==> config.mk <==
export PLATFORM = sky130hd
export DESIGN_NAME = matrix_scan
export DESIGN_NICKNAME = d
export VERILOG_FILES = /design/src/common/led_matrix_pkg.sv /design/src/scan/matrix_scan.sv
export SDC_FILE = /design/constraint.sdc
export NUM_CORES = 1
export LEC_CHECK = 0
export BUFFER_PORTS_ARGS = -buffer_cell sky130_fd_sc_hd__buf_2
export CORE_MARGIN = 1.5
export CORE_UTILIZATION = 40
export CTS_CLUSTER_SIZE = 25
export DETAILED_ROUTE_END_ITERATION = 7
export PLACE_DENSITY_LB_ADDON = 0.05
export REMOVE_ABC_BUFFERS = 1
export SYNTH_ARGS = -nofsm -noshare
export SYNTH_HDL_FRONTEND = slang
export SYNTH_SLANG_ARGS = --single-unit
==> constraint.sdc <==
create_clock -name clk_root -period 2.4 [get_ports clk_root]
set_input_delay 0 -clock clk_root [delete_from_list [all_inputs] [get_ports clk_root]]
set_output_delay 0 -clock clk_root [all_outputs]
set_load 0.02 [all_outputs]
==> src/common/led_matrix_pkg.sv <==
// ==========================================================
// led matrix shared definitions: widths, pixel layout,
// command codes and scan and uart timing constants
// ==========================================================
package led_matrix_pkg;

    // panel geometry, 64x32 scanned as 16 row pairs
    localparam int NUM_COLS      = 64;
    localparam int NUM_ROW_PAIRS = 16;
    localparam int NUM_PLANES    = 2;

    // timing in clk_root cycles
    localparam int TICKS_PER_BIT = 8;  // per uart bit
    localparam int PIXEL_PERIOD  = 4;  // per shifted column
    localparam int ON_TIME_BASE  = 64; // plane 0 display time, doubles per plane

    typedef logic [5:0] col_addr_t;
    typedef logic [3:0] row_addr_t;    // row r drives panel rows r and r+16

    // stored pixel, bits 1:0 red, 3:2 green, 5:4 blue, 7:6 unused
    typedef logic [7:0] pixel_t;

    typedef logic [2:0] rgb_t;         // bit 0 red, 1 green, 2 blue
    typedef logic       plane_t;
    typedef logic [1:0] plane_mask_t;  // one enable per plane

    // byte address is {row, column, half}, half 0 is top
    typedef logic [10:0] ram_a_addr_t;
    // word address is {row, column}
    typedef logic [9:0]  ram_b_addr_t;
    // top pixel in low byte, bottom pixel in high byte
    typedef logic [15:0] ram_b_data_t;

    // command codes on the serial stream
    localparam pixel_t CMD_PIXEL        = 8'h50; // then x, y, colour
    localparam pixel_t CMD_BRIGHTNESS   = 8'h42; // then plane mask
    localparam pixel_t CMD_COLOR_ENABLE = 8'h43; // then channel mask

endpackage

==> src/scan/matrix_scan.sv <==
// ==========================================================
// panel scan sequencer, per row pair and plane: shift 64
// columns, latch the row, then light it for a weighted time
// ==========================================================
module matrix_scan (
    input  logic                      clk_root,
    input  logic                      arst_n,
    output led_matrix_pkg::col_addr_t column,
    output led_matrix_pkg::row_addr_t row,
    output led_matrix_pkg::plane_t    plane,
    output logic                      clk_pixel,
    output logic                      row_latch,
    output logic                      output_enable_n,
    output led_matrix_pkg::row_addr_t row_select
);
    import led_matrix_pkg::*;

    typedef logic [$clog2(PIXEL_PERIOD)-1:0] phase_t;
    typedef logic [$clog2(ON_TIME_BASE << (NUM_PLANES - 1))-1:0] disp_cnt_t;
    typedef enum logic [1:0] {ST_SHIFT, ST_LATCH, ST_DISPLAY} scan_state_t;

    scan_state_t state;
    phase_t      phase;
    disp_cnt_t   disp_cnt;
    logic        pix_start;
    logic [1:0]  pix_pipe;  // matches the two cycle fetch latency

    always_ff @(posedge clk_root or negedge arst_n) begin
        if (!arst_n) begin
            state           <= ST_SHIFT;
            phase           <= '0;
            column          <= '0;
            disp_cnt        <= '0;
            row             <= '0;
            plane           <= '0;
            row_latch       <= 1'b0;
            output_enable_n <= 1'b1;
            row_select      <= '0;
        end else begin
            row_latch <= 1'b0;
            unique case (state)
                ST_SHIFT: begin
                    if (phase == phase_t'(PIXEL_PERIOD - 1)) begin
                        phase  <= '0;
                        column <= column + 1'b1; // wraps back to 0 after the last one
                        if (column == col_addr_t'(NUM_COLS - 1)) begin
                            state      <= ST_LATCH;
                            row_latch  <= 1'b1;
                            row_select <= row;   // only place the lit row moves
                        end
                    end else begin
                        phase <= phase + 1'b1;
                    end
                end
                ST_LATCH: begin
                    state           <= ST_DISPLAY;
                    output_enable_n <= 1'b0;
                    disp_cnt        <= disp_cnt_t'((ON_TIME_BASE << plane) - 1);
                end
                ST_DISPLAY: begin
                    if (disp_cnt == '0) begin
                        state           <= ST_SHIFT;
                        output_enable_n <= 1'b1;
                        if (plane == plane_t'(NUM_PLANES - 1)) begin
                            plane <= '0;
                            row   <= row + 1'b1;   // 15 wraps to 0
                        end else begin
                            plane <= plane + 1'b1;
                        end
                    end else begin
                        disp_cnt <= disp_cnt - 1'b1;
                    end
                end
                default: state <= ST_SHIFT;
            endcase
        end
    end

    // raw pulse at phase 1, shows up at phase 3 with the fetched data
    // already stable for a cycle
    assign pix_start = (state == ST_SHIFT) && (phase == phase_t'(1));

    always_ff @(posedge clk_root or negedge arst_n) begin
        if (!arst_n) begin
            pix_pipe <= '0;
        end else begin
            pix_pipe <= {pix_pipe[0], pix_start};
        end
    end

    assign clk_pixel = pix_pipe[1];

endmodule

# Word-level counts from Yosys, hierarchy flattened
# Index checks and enable logic that the tools add are counted.
[word_totals]
ff_bits = 30
latch_bits = 0
mem_bits_rw = 0
romBits = 0
in_bits = 2
elab_cells = 50
n_memories = 0
[op_classes]
addsub = 6
n_mul = 0
div_mod_pow = 0
magnitude_cmp = 0
eq_ne = 9
shift = 1
mux = 13
n_bitwise = 0
n_reduce_logical = 11
[ops]
columns = ["op", "n"]
rows = [
  ["$pmux W7 S2", 1],
  ["$reduce_and A3 Y1", 3],
  ["$mux W2", 4],
  ["$ne A2 B2 Y1 const B", 4],
  ["$reduce_and A2 Y1", 4],
  ["$logic_not A7 Y1", 1],
  ["$mux W7", 1],
  ["$shl A7 B1 Y7 const A", 1],
  ["$sub A7 B1 Y7 const B", 1],
  ["$sub A7 B2 Y7 const B", 1],
  ["$add A6 B1 Y6 const B", 1],
  ["$eq A6 B6 Y1 const B", 1],
  ["$pmux W2 S3", 1],
  ["$mux W1", 5],
  ["$add A4 B1 Y4 const B", 1],
  ["$eq A2 B1 Y1 const B", 2],
  ["$eq A2 B2 Y1 const B", 2],
  ["$add A2 B1 Y2 const B", 1],
  ["$logic_not A2 Y1", 1],
  ["$pmux W1 S2", 1],
  ["$reduce_bool A2 Y1", 1],
  ["$add A1 B1 Y1 const B", 1],
  ["$logic_and A1 B1 Y1", 1],
]

# Longest topological paths before layout
# Gate-level depths: netlist (run 1).
[depth]
depth_word = 4
mapped_depth = 6
mapped_depth_nobuf = 5

# Least setup slack after synthesis (run 1)
# No wires, ideal clock.
[synth_path]
path_kind = "reg2reg"
start = "register disp_cnt[0]"
end = "register disp_cnt[6]"
setup_time_ns = 0.082
arrival_ns = 1.671
required_ns = 2.318
slack_ns = 0.647
stages_incl_launch_ff = 6
n_path_buf = 0
period_less_slack_ns = 1.753
cell_sequence = "dfrtp_1 inv_1 ha_1 or4b_4 or4_1 a31oi_1"
[synth_via]
elab_chain_cells = 3
word_cells_on_any_way = 6
[synth_rtl]
columns = ["item", "line_no", "text"]
rows = [
  ["start, declared", "matrix_scan.sv:24", "disp_cnt_t disp_cnt;"],
  ["start signal, assigned", "matrix_scan.sv:58", "disp_cnt <= disp_cnt_t'((ON_TIME_BASE << plane) - 1);"],
  ["start signal, assigned", "matrix_scan.sv:71", "disp_cnt <= disp_cnt - 1'b1;"],
  ["$sub A7 B1 Y7 or $logic_not A7 Y1 (tied branches)", "matrix_scan.sv:71, matrix_scan.sv:61", ""],
  ["$mux W7 or $ne A2 B2 Y1 (tied branches)", "n/a", ""],
  ["$pmux W7 S2 or $reduce_and A2 Y1 (tied branches)", "n/a", ""],
]
# Parallel ways exist; a longest one is shown, timed or not. The select of a mux whose other input is x is not followed.
# A chain may end at the register's enable or synchronous reset.

# Final worst setup path (run 1)
[layout_path]
start = "register disp_cnt[0]"
end = "register state[1]"
[layout_via]
elab_chain_cells = 3
[layout_rtl]
columns = ["item", "line_no", "text"]
rows = [
  ["$logic_not A7 Y1", "matrix_scan.sv:61", "if (disp_cnt == '0) begin"],
  ["$ne A2 B2 Y1 (no source line)", "n/a", ""],
  ["$reduce_and A3 Y1 (no source line)", "n/a", ""],
  ["end signal, assigned", "matrix_scan.sv:56", "state <= ST_DISPLAY;"],
  ["end signal, assigned", "matrix_scan.sv:62", "state <= ST_SHIFT;"],
  ["end signal, assigned", "matrix_scan.sv:74", "default: state <= ST_SHIFT;"],
  ["end, declared", "matrix_scan.sv:22", "scan_state_t state;"],
]
# Every way passes these cells.

==> results of run 1 <==
==> where the power goes <==
group	total, mW	internal (mW)	switching (mW)
clock	0.485	0.310	0.175
combinational	0.0109	0.00163	0.00924
sequential	0.506	0.506	0
==> path summary, 6_finish.rpt <==
| kind | from | endpoint | slack [ns] |
|---|---|---|---|
| max | disp_cnt[0]$_DFFE_PN0P_ | state[1]$_DFFE_PN0P_ | 0.52 |
| min | arst_n | row[1]$_DFFE_PN0P_ | 0.28 |
| max reg2reg | disp_cnt[0]$_DFFE_PN0P_ | state[1]$_DFFE_PN0P_ | 0.52 |
| min reg2reg | pix_pipe[0]$_DFF_PN0_ | pix_pipe[1]$_DFF_PN0_ | 0.35 |
| max in group asynchronous | arst_n | pix_pipe[0]$_DFF_PN0_ | 1.70 |
| min in group clk_root | pix_pipe[0]$_DFF_PN0_ | pix_pipe[1]$_DFF_PN0_ | 0.35 |
==> metal layers <==
metal  vias to the layer above  global-route usage  routed length [um]  part of all wire
li1                        512                   -                   -                 -
met1                       487               0.211                1280              0.49
met2                        31               0.228                1140              0.43
met3                         9              0.0446                 131             0.050
met4                         0              0.0897                  82             0.031
met5                         -                   0                   0                 0
==> final cells by class <==
class                   count  area share
clock inverters             1      0.0174
repair buffers             22      0.0697
flip-flops and latches     30       0.436
multi-input cells          90       0.388
inverters                   5      0.0109
well taps                  46      0.0334
clock buffers               7      0.0443
==> worst max-delay path, cell delays in order (launching register included) <==
cell and delay (ns):
dfrtp_1 0.42, inv_1 0.12, ha_1 0.20, or4b_1 0.62, o21ai_0 0.27, o21ai_0 0.12
==> cells in the mapped netlist (all sizes together) (2+ instances only) <==
cell type,instances,share of area
nand2b,3,0.013
dfrtp,29,0.49
o41ai,2,0.012
nand4,2,0.0085
o211ai,3,0.015
clkbuf,2,0.0051
nor4,2,0.029
xnor2,4,0.024
a21oi,3,0.010
nor2b,2,0.0085
inv,5,0.013
ha,6,0.051
buf,3,0.014
o21ai,7,0.024
nor2,11,0.028
o311a,2,0.014
nand2,9,0.023
mux2,7,0.054
nor3,4,0.017
xor2,5,0.030
or4b,2,0.016
nand3,2,0.0068
==> cells in the final DEF, fill, tap and decap left out, types with 2 or more instances in the layout <==
| cell type | Yosys | final |
|---|---|---|
| nand4_1 | 2 | 2 |
| nor2_1 | 11 | 11 |
| nand3_1 | 2 | 2 |
| buf_4 | 0 | 2 |
| o311a_1 | 2 | 2 |
| inv_1 | 5 | 5 |
| nand2b_1 | 3 | 3 |
| nor4_4 | 2 | 2 |
| nor3_1 | 3 | 3 |
| clkbuf_8 | 0 | 5 |
| o41ai_1 | 2 | 2 |
| dfrtp_1 | 29 | 29 |
| clkbuf_1 | 2 | 2 |
| o21ai_0 | 7 | 7 |
| o211ai_1 | 3 | 3 |
| xnor2_1 | 4 | 4 |
| ha_1 | 6 | 6 |
| xor2_1 | 5 | 5 |
| buf_2 | 2 | 19 |
| nand2_1 | 9 | 9 |
| nor2b_1 | 2 | 2 |
| mux2_2 | 7 | 7 |
| a21oi_1 | 3 | 3 |
==> kinds of logic after synthesis <==
family | count (synthesis) | share of synthesized area
AOI/OAI and AO/OA | 24 | 0.111
xor gates and xnor gates | 9 | 0.0537
adders and majority gates | 6 | 0.0511
buffers and inverters | 10 | 0.0324
DFF | 30 | 0.512
muxes | 7 | 0.0537
and+or+nand+nor | 44 | 0.187
==> stage by stage <==
step / hold WS (ns) / cells / setup slack (ns) / instance area [sq um] / power, mW
floorplan: -0.296 / 125 / 0.647 / 1440 / 0.515
global placement: 0.0735 / 192 / 0.555 / 1610 / 0.526
detailed placement: 0.0745 / 192 / 0.538 / 1610 / 0.526
CTS: 0.314 / 201 / 0.523 / 1720 / 1.02
global route: 0.356 / 201 / 0.349 / 1720 / 1.04
finish: 0.279 / 201 / 0.525 / 1720 / 1.00
==> sequential cells by signal, summed over array words and instances, names as in the netlist <==
name / cells
state: 2
row_latch: 1
row: 4
pix_pipe: 2
disp_cnt: 7
phase: 2
column: 6
row_select: 4
output_enable_n: 1
plane: 1
==> out/metrics.yaml, run 1 <==
layout:
  fill_cells: 328
  drive_above_1_share: 0.252
  ff_latch_area_sq_um: 752
  antennaDiodeCount: 0
  multi_input_area_sq_um: 669
  fin_nets: 162
  postLayoutCoreUtil: 0.501
  area.growth.synth_to_final_pct: 17.4
global_route:
  antenna_found_initial: 0
  grt_first_pass_wirelength_um: 4850
  track_usage: 0.158
  grt_max_degree: 31
  grt_pass1_vias: 1033
  grt-ovfl-total: 0
route:
  wl_per_cell_um: 13.1
  routed_wirelength_um: 2640
  ant_nets: 0
  drt-initial-drc-count: 39
  drt_pass1_iterations: 4
  drc_errors: 0
  avgViaCountPerCell: 5.17
  vias: 1039
die:
  io_pins: 20
  core_sq_um: 3440
  rows: 21
  fp.dieW_um: 63.6
  die_area_sq_um: 4040
  die_h_um: 63.6
  initial_core_util: 0.427
min_path:
  hold_path_class: "input pin to async pin"
worst_setup_path:
  start_kind: "flip-flop"
  critPathKind: "flip-flop to flip-flop"
  worstPathArrival_ns: 2.02
  worst-path-max-fanout: 6
  cp-end-kind: "flip-flop"
  worst-r2r-cell-count: 5
  cp.required_ns: 2.55
synthesis:
  ys_types: 40
  syn_inst: 130
  syn_area_sq_um: 1470
  syn_avg_cell_area_sq_um: 11.3
  ys_seq_elements: 30
  synthFlopType: "dfrtp_1"
  ys_seq_area_frac: 0.512
  ys_warn_count: 0
  async_reset_ff_frac: 1.00
  synth-edff-count: 0
sta:
  rsz0062_at_grt: "no"
  slew_violations: 0
  tns_ns: 0
  fmax_mhz: 533
  setup_viol: 0
  hold_viol_final: 0
  fin_crit_sh: 0.781
  max_slew_margin: 0.572
  fin_crit_ns: 1.88
  fin_worst_skew_ns: 0.00455
  worst_pin_slew_ns: 0.642
run:
  drv_cap: 0
power:
  power.density_nw_per_um2: 581
  ir_drop_v: 0.000313
  p_leak_nw: 0.838
clock_network:
  htree_levels: 2
  root_buffer: "clkbuf_8"
  clock_path_buffers: 2
  numCtsBuffers: 5
  ctsHoldBuffers: 1
  cts.repair.resized: 0
  cts.sinks: 30
  insertion_delay_ns: 0.28
  cts_tree: "built"
  cts_setup_buffers: 0
  clk_pin_slew_ns: 0.06
place:
  io_buffers: 19
  routabilityCongestion: 0.944
  place.detailed.hpwl_um: 1960
run_status:
  outcome: "completed"
(Power assumes the default switching activity.)
==> run 2, diff against run 1 <==
==> constraint.sdc (replaced) <==
create_clock -name clk_root -period 1.73 [get_ports clk_root]
set_input_delay 0 -clock clk_root [delete_from_list [all_inputs] [get_ports clk_root]]
set_output_delay 0 -clock clk_root [all_outputs]
set_load 0.02 [all_outputs]
==> run 2 against run 1 <==
Via count is 4.9% higher. Die area stayed put. Cell count is 8.0% higher. Non-clock buffer count is 16 higher. Sequential cell count stayed put. Maximum frequency is 12% higher. Cell area is 7.2% higher. First-iteration DRC count is 26% higher. Clock power is 17% higher. Global-route usage is 1.1 points higher. Critical endpoint is now disp_cnt[1]$_DFFE_PN0P_. Largest power group unchanged.
==> out/metrics.yaml, run 2 (synthesis results as in run 1) <==
run_status:
  outcome: "completed"
sta:
  fin_worst_skew_ns: 0.00782  # +0.00326 ns
  max_slew_margin: 0.563  # -0.00863
  hold_viol_final: 0  # unchanged
  fin_crit_sh: 0.971  # +0.190
  worst_pin_slew_ns: 0.655  # +0.0129 ns
  fin_crit_ns: 1.68  # -0.195 ns
  setup_viol: 0  # unchanged
  fmax_mhz: 595  # +12%
  rsz0062_at_grt: "yes"
  slew_violations: 0  # unchanged
place:
  routabilityCongestion: 0.812  # -14%
  io_buffers: 19  # unchanged
  place.detailed.hpwl_um: 2130  # +8.7%
  placed_area_sq_um: 1720  # +7.0%
  dp.cells: 207  # +7.8%
clock_network:
  clk_pin_slew_ns: 0.06  # about the same
  htree_levels: 2  # unchanged
  insertion_delay_ns: 0.28  # about the same
  root_buffer: "clkbuf_8"
  cts.sinks: 30  # unchanged
  numCtsBuffers: 5  # unchanged
  cts_tree: "built"
  clock_path_buffers: 2  # unchanged
global_route:
  grt_first_pass_wirelength_um: 5140  # +6.0%
  grt_max_degree: 31  # unchanged
  grt_pass1_vias: 1081  # +4.6%
  grt-ovfl-total: 0  # unchanged
  track_usage: 0.169  # +0.0110
  antenna_found_initial: 0  # unchanged
route:
  vias: 1090  # +4.9%
  avgViaCountPerCell: 5.02  # -2.8%
  wl_per_cell_um: 13.3  # +1.2%
  ant_nets: 0  # unchanged
  routed_wirelength_um: 2890  # +9.3%
  drc_errors: 0  # unchanged
  drt-initial-drc-count: 49  # +26%
  drt_pass1_iterations: 4  # unchanged
die:
  die_area_sq_um: 4040  # unchanged
  fp.dieW_um: 63.6  # unchanged
  core_sq_um: 3440  # unchanged
  io_pins: 20  # unchanged
  rows: 21  # unchanged
  die_h_um: 63.6  # unchanged
  initial_core_util: 0.427  # unchanged
layout:
  antennaDiodeCount: 0  # unchanged
  final_cell_mix: "dfrtp_1, buf_2, buf_4, nor2_1, nand2_1"
  final_common_cell: "dfrtp_1"
  postLayoutCellArea_sq_um: 1850  # +7.2%
  drive_above_1_share: 0.357  # +0.105
  largest_register: "disp_cnt"
  largest_register_ffs: 7  # unchanged
  area.growth.synth_to_final_pct: 25.8
  fin_nets: 178  # +9.9%
  reg_top3: "disp_cnt: 7 flops, column: 6 flops"
  fin_cells: 217  # +8.0%
worst_setup_path:
  path_buf_inv: 2  # +1
  worst-r2r-cell-count: 6  # +1
  cp_cell_sequence: "inv_2 > ha_1 > or4b_4 > buf_6 > o211ai_1 > o311a_1"
  crit_end: "disp_cnt[1]$_DFFE_PN0P_"
  critPathKind: "flip-flop to flip-flop"
  max_stage_delay_ns: 0.46  # -0.16 ns
  r2r_start: "disp_cnt[0]$_DFFE_PN0P_"
  r2r_end: "disp_cnt[1]$_DFFE_PN0P_"
  start_kind: "flip-flop"
  startpoint: "disp_cnt[0]$_DFFE_PN0P_"
  slowest_stage: "or4b_4"
  worstPathArrival_ns: 1.90  # -0.12 ns
  cp.required_ns: 1.94  # -0.61 ns
  rrSetupSlack_ns: 0.05  # -0.48 ns
  worst-path-max-fanout: 6  # unchanged
  cp-end-kind: "flip-flop"
  crit_family: "simple AND/OR/NAND/NOR gates"
  crit_cells: 6  # +1
power:
  finalPower_mw: 1.28  # +28%
  sequentialPowerShare: 0.547  # +0.042
  switching_share: 0.200  # +0.0154
  ir_drop_v: 0.000572  # +83%
  clockPowerShare: 0.441  # -0.043
  intPower_mw: 1.03  # +26%
  power_switching_mw: 0.256  # +39%
  power.share.combinational: 0.012  # about the same
  power.density_nw_per_um2: 695  # +20%
  p_leak_nw: 0.913  # +8.9%
run:
  drv_cap: 0  # unchanged
min_path:
  hold_path_class: "input pin to async pin"
-- run 2: cell types whose count changed in the layout (fill, tap and decap cells not counted), sizes merged --
cell / previous run / this run
clkbuf: 7 / 8
bufinv: 1 / 0
buf: 21 / 37
-- run 2: power by group through the flow --
stage                     Sequential, mW  Clock, mW  Combinational [mW]
after global routing               0.701      0.625              0.0193
after floorplan                    0.715          0         0.000000271
after global placement             0.715          0              0.0150
after detailed placement           0.715          0              0.0153
after CTS                          0.702      0.586              0.0170
final                              0.702      0.567              0.0153
-- run 2: what timing repair did --
action	4_1_cts	5_1_grt
resized for setup	3	5
endpoints found under the setup margin	2	11
hold endpoints to repair	29	0
setup buffers	0	1
hold buffers	1	0
pin swaps	0	10
-- run 2: per-layer routing --
layer,vias to the layer above,share of wire,global-route usage
li1,544,-,-
met1,520,0.50,0.212
met2,21,0.44,0.259
met3,5,0.042,0.0625
met4,0,0.020,0.0734
met5,-,0,0
-- run 2: worst min path at each step --
stage | end | slack, ns | cells past startpoint
4_1_cts | column[1]$_DFFE_PN0P_ | 0.32 | 2
2_1_floorplan | column[0]$_DFFE_PN0P_ | -0.30 | 0
3_5_place_dp | state[1]$_DFFE_PN0P_ | 0.08 | 1
5_1_grt | pix_pipe[1]$_DFF_PN0_ | 0.36 | 2
3_3_place_gp | disp_cnt[5]$_DFFE_PN0P_ | 0.07 | 1
6_report | state[1]$_DFFE_PN0P_ | 0.28 | 2
-- run 2: cell type report --
class,count,area (sq um)
multi-input combinational,90,686
inverter,5,18.8
timing repair buffer,38,244
clock buffer,8,90.1
sequential,30,752
tap,46,57.6
fill,318,1590
-- run 2: metrics by stage --
stage / utilization / worst slack, ns / hold WS (ns) / TNS [ns]
global placement: 0.500 / -0.00759 / 0.0711 / -0.00759
finish: 0.537 / 0.0494 / 0.282 / 0
detailed placement: 0.500 / -0.0198 / 0.0779 / -0.0257
floorplan: - / -0.0225 / -0.296 / -0.0258
global route: 0.537 / -0.0577 / 0.356 / -0.155
CTS: 0.529 / 0.0196 / 0.316 / 0
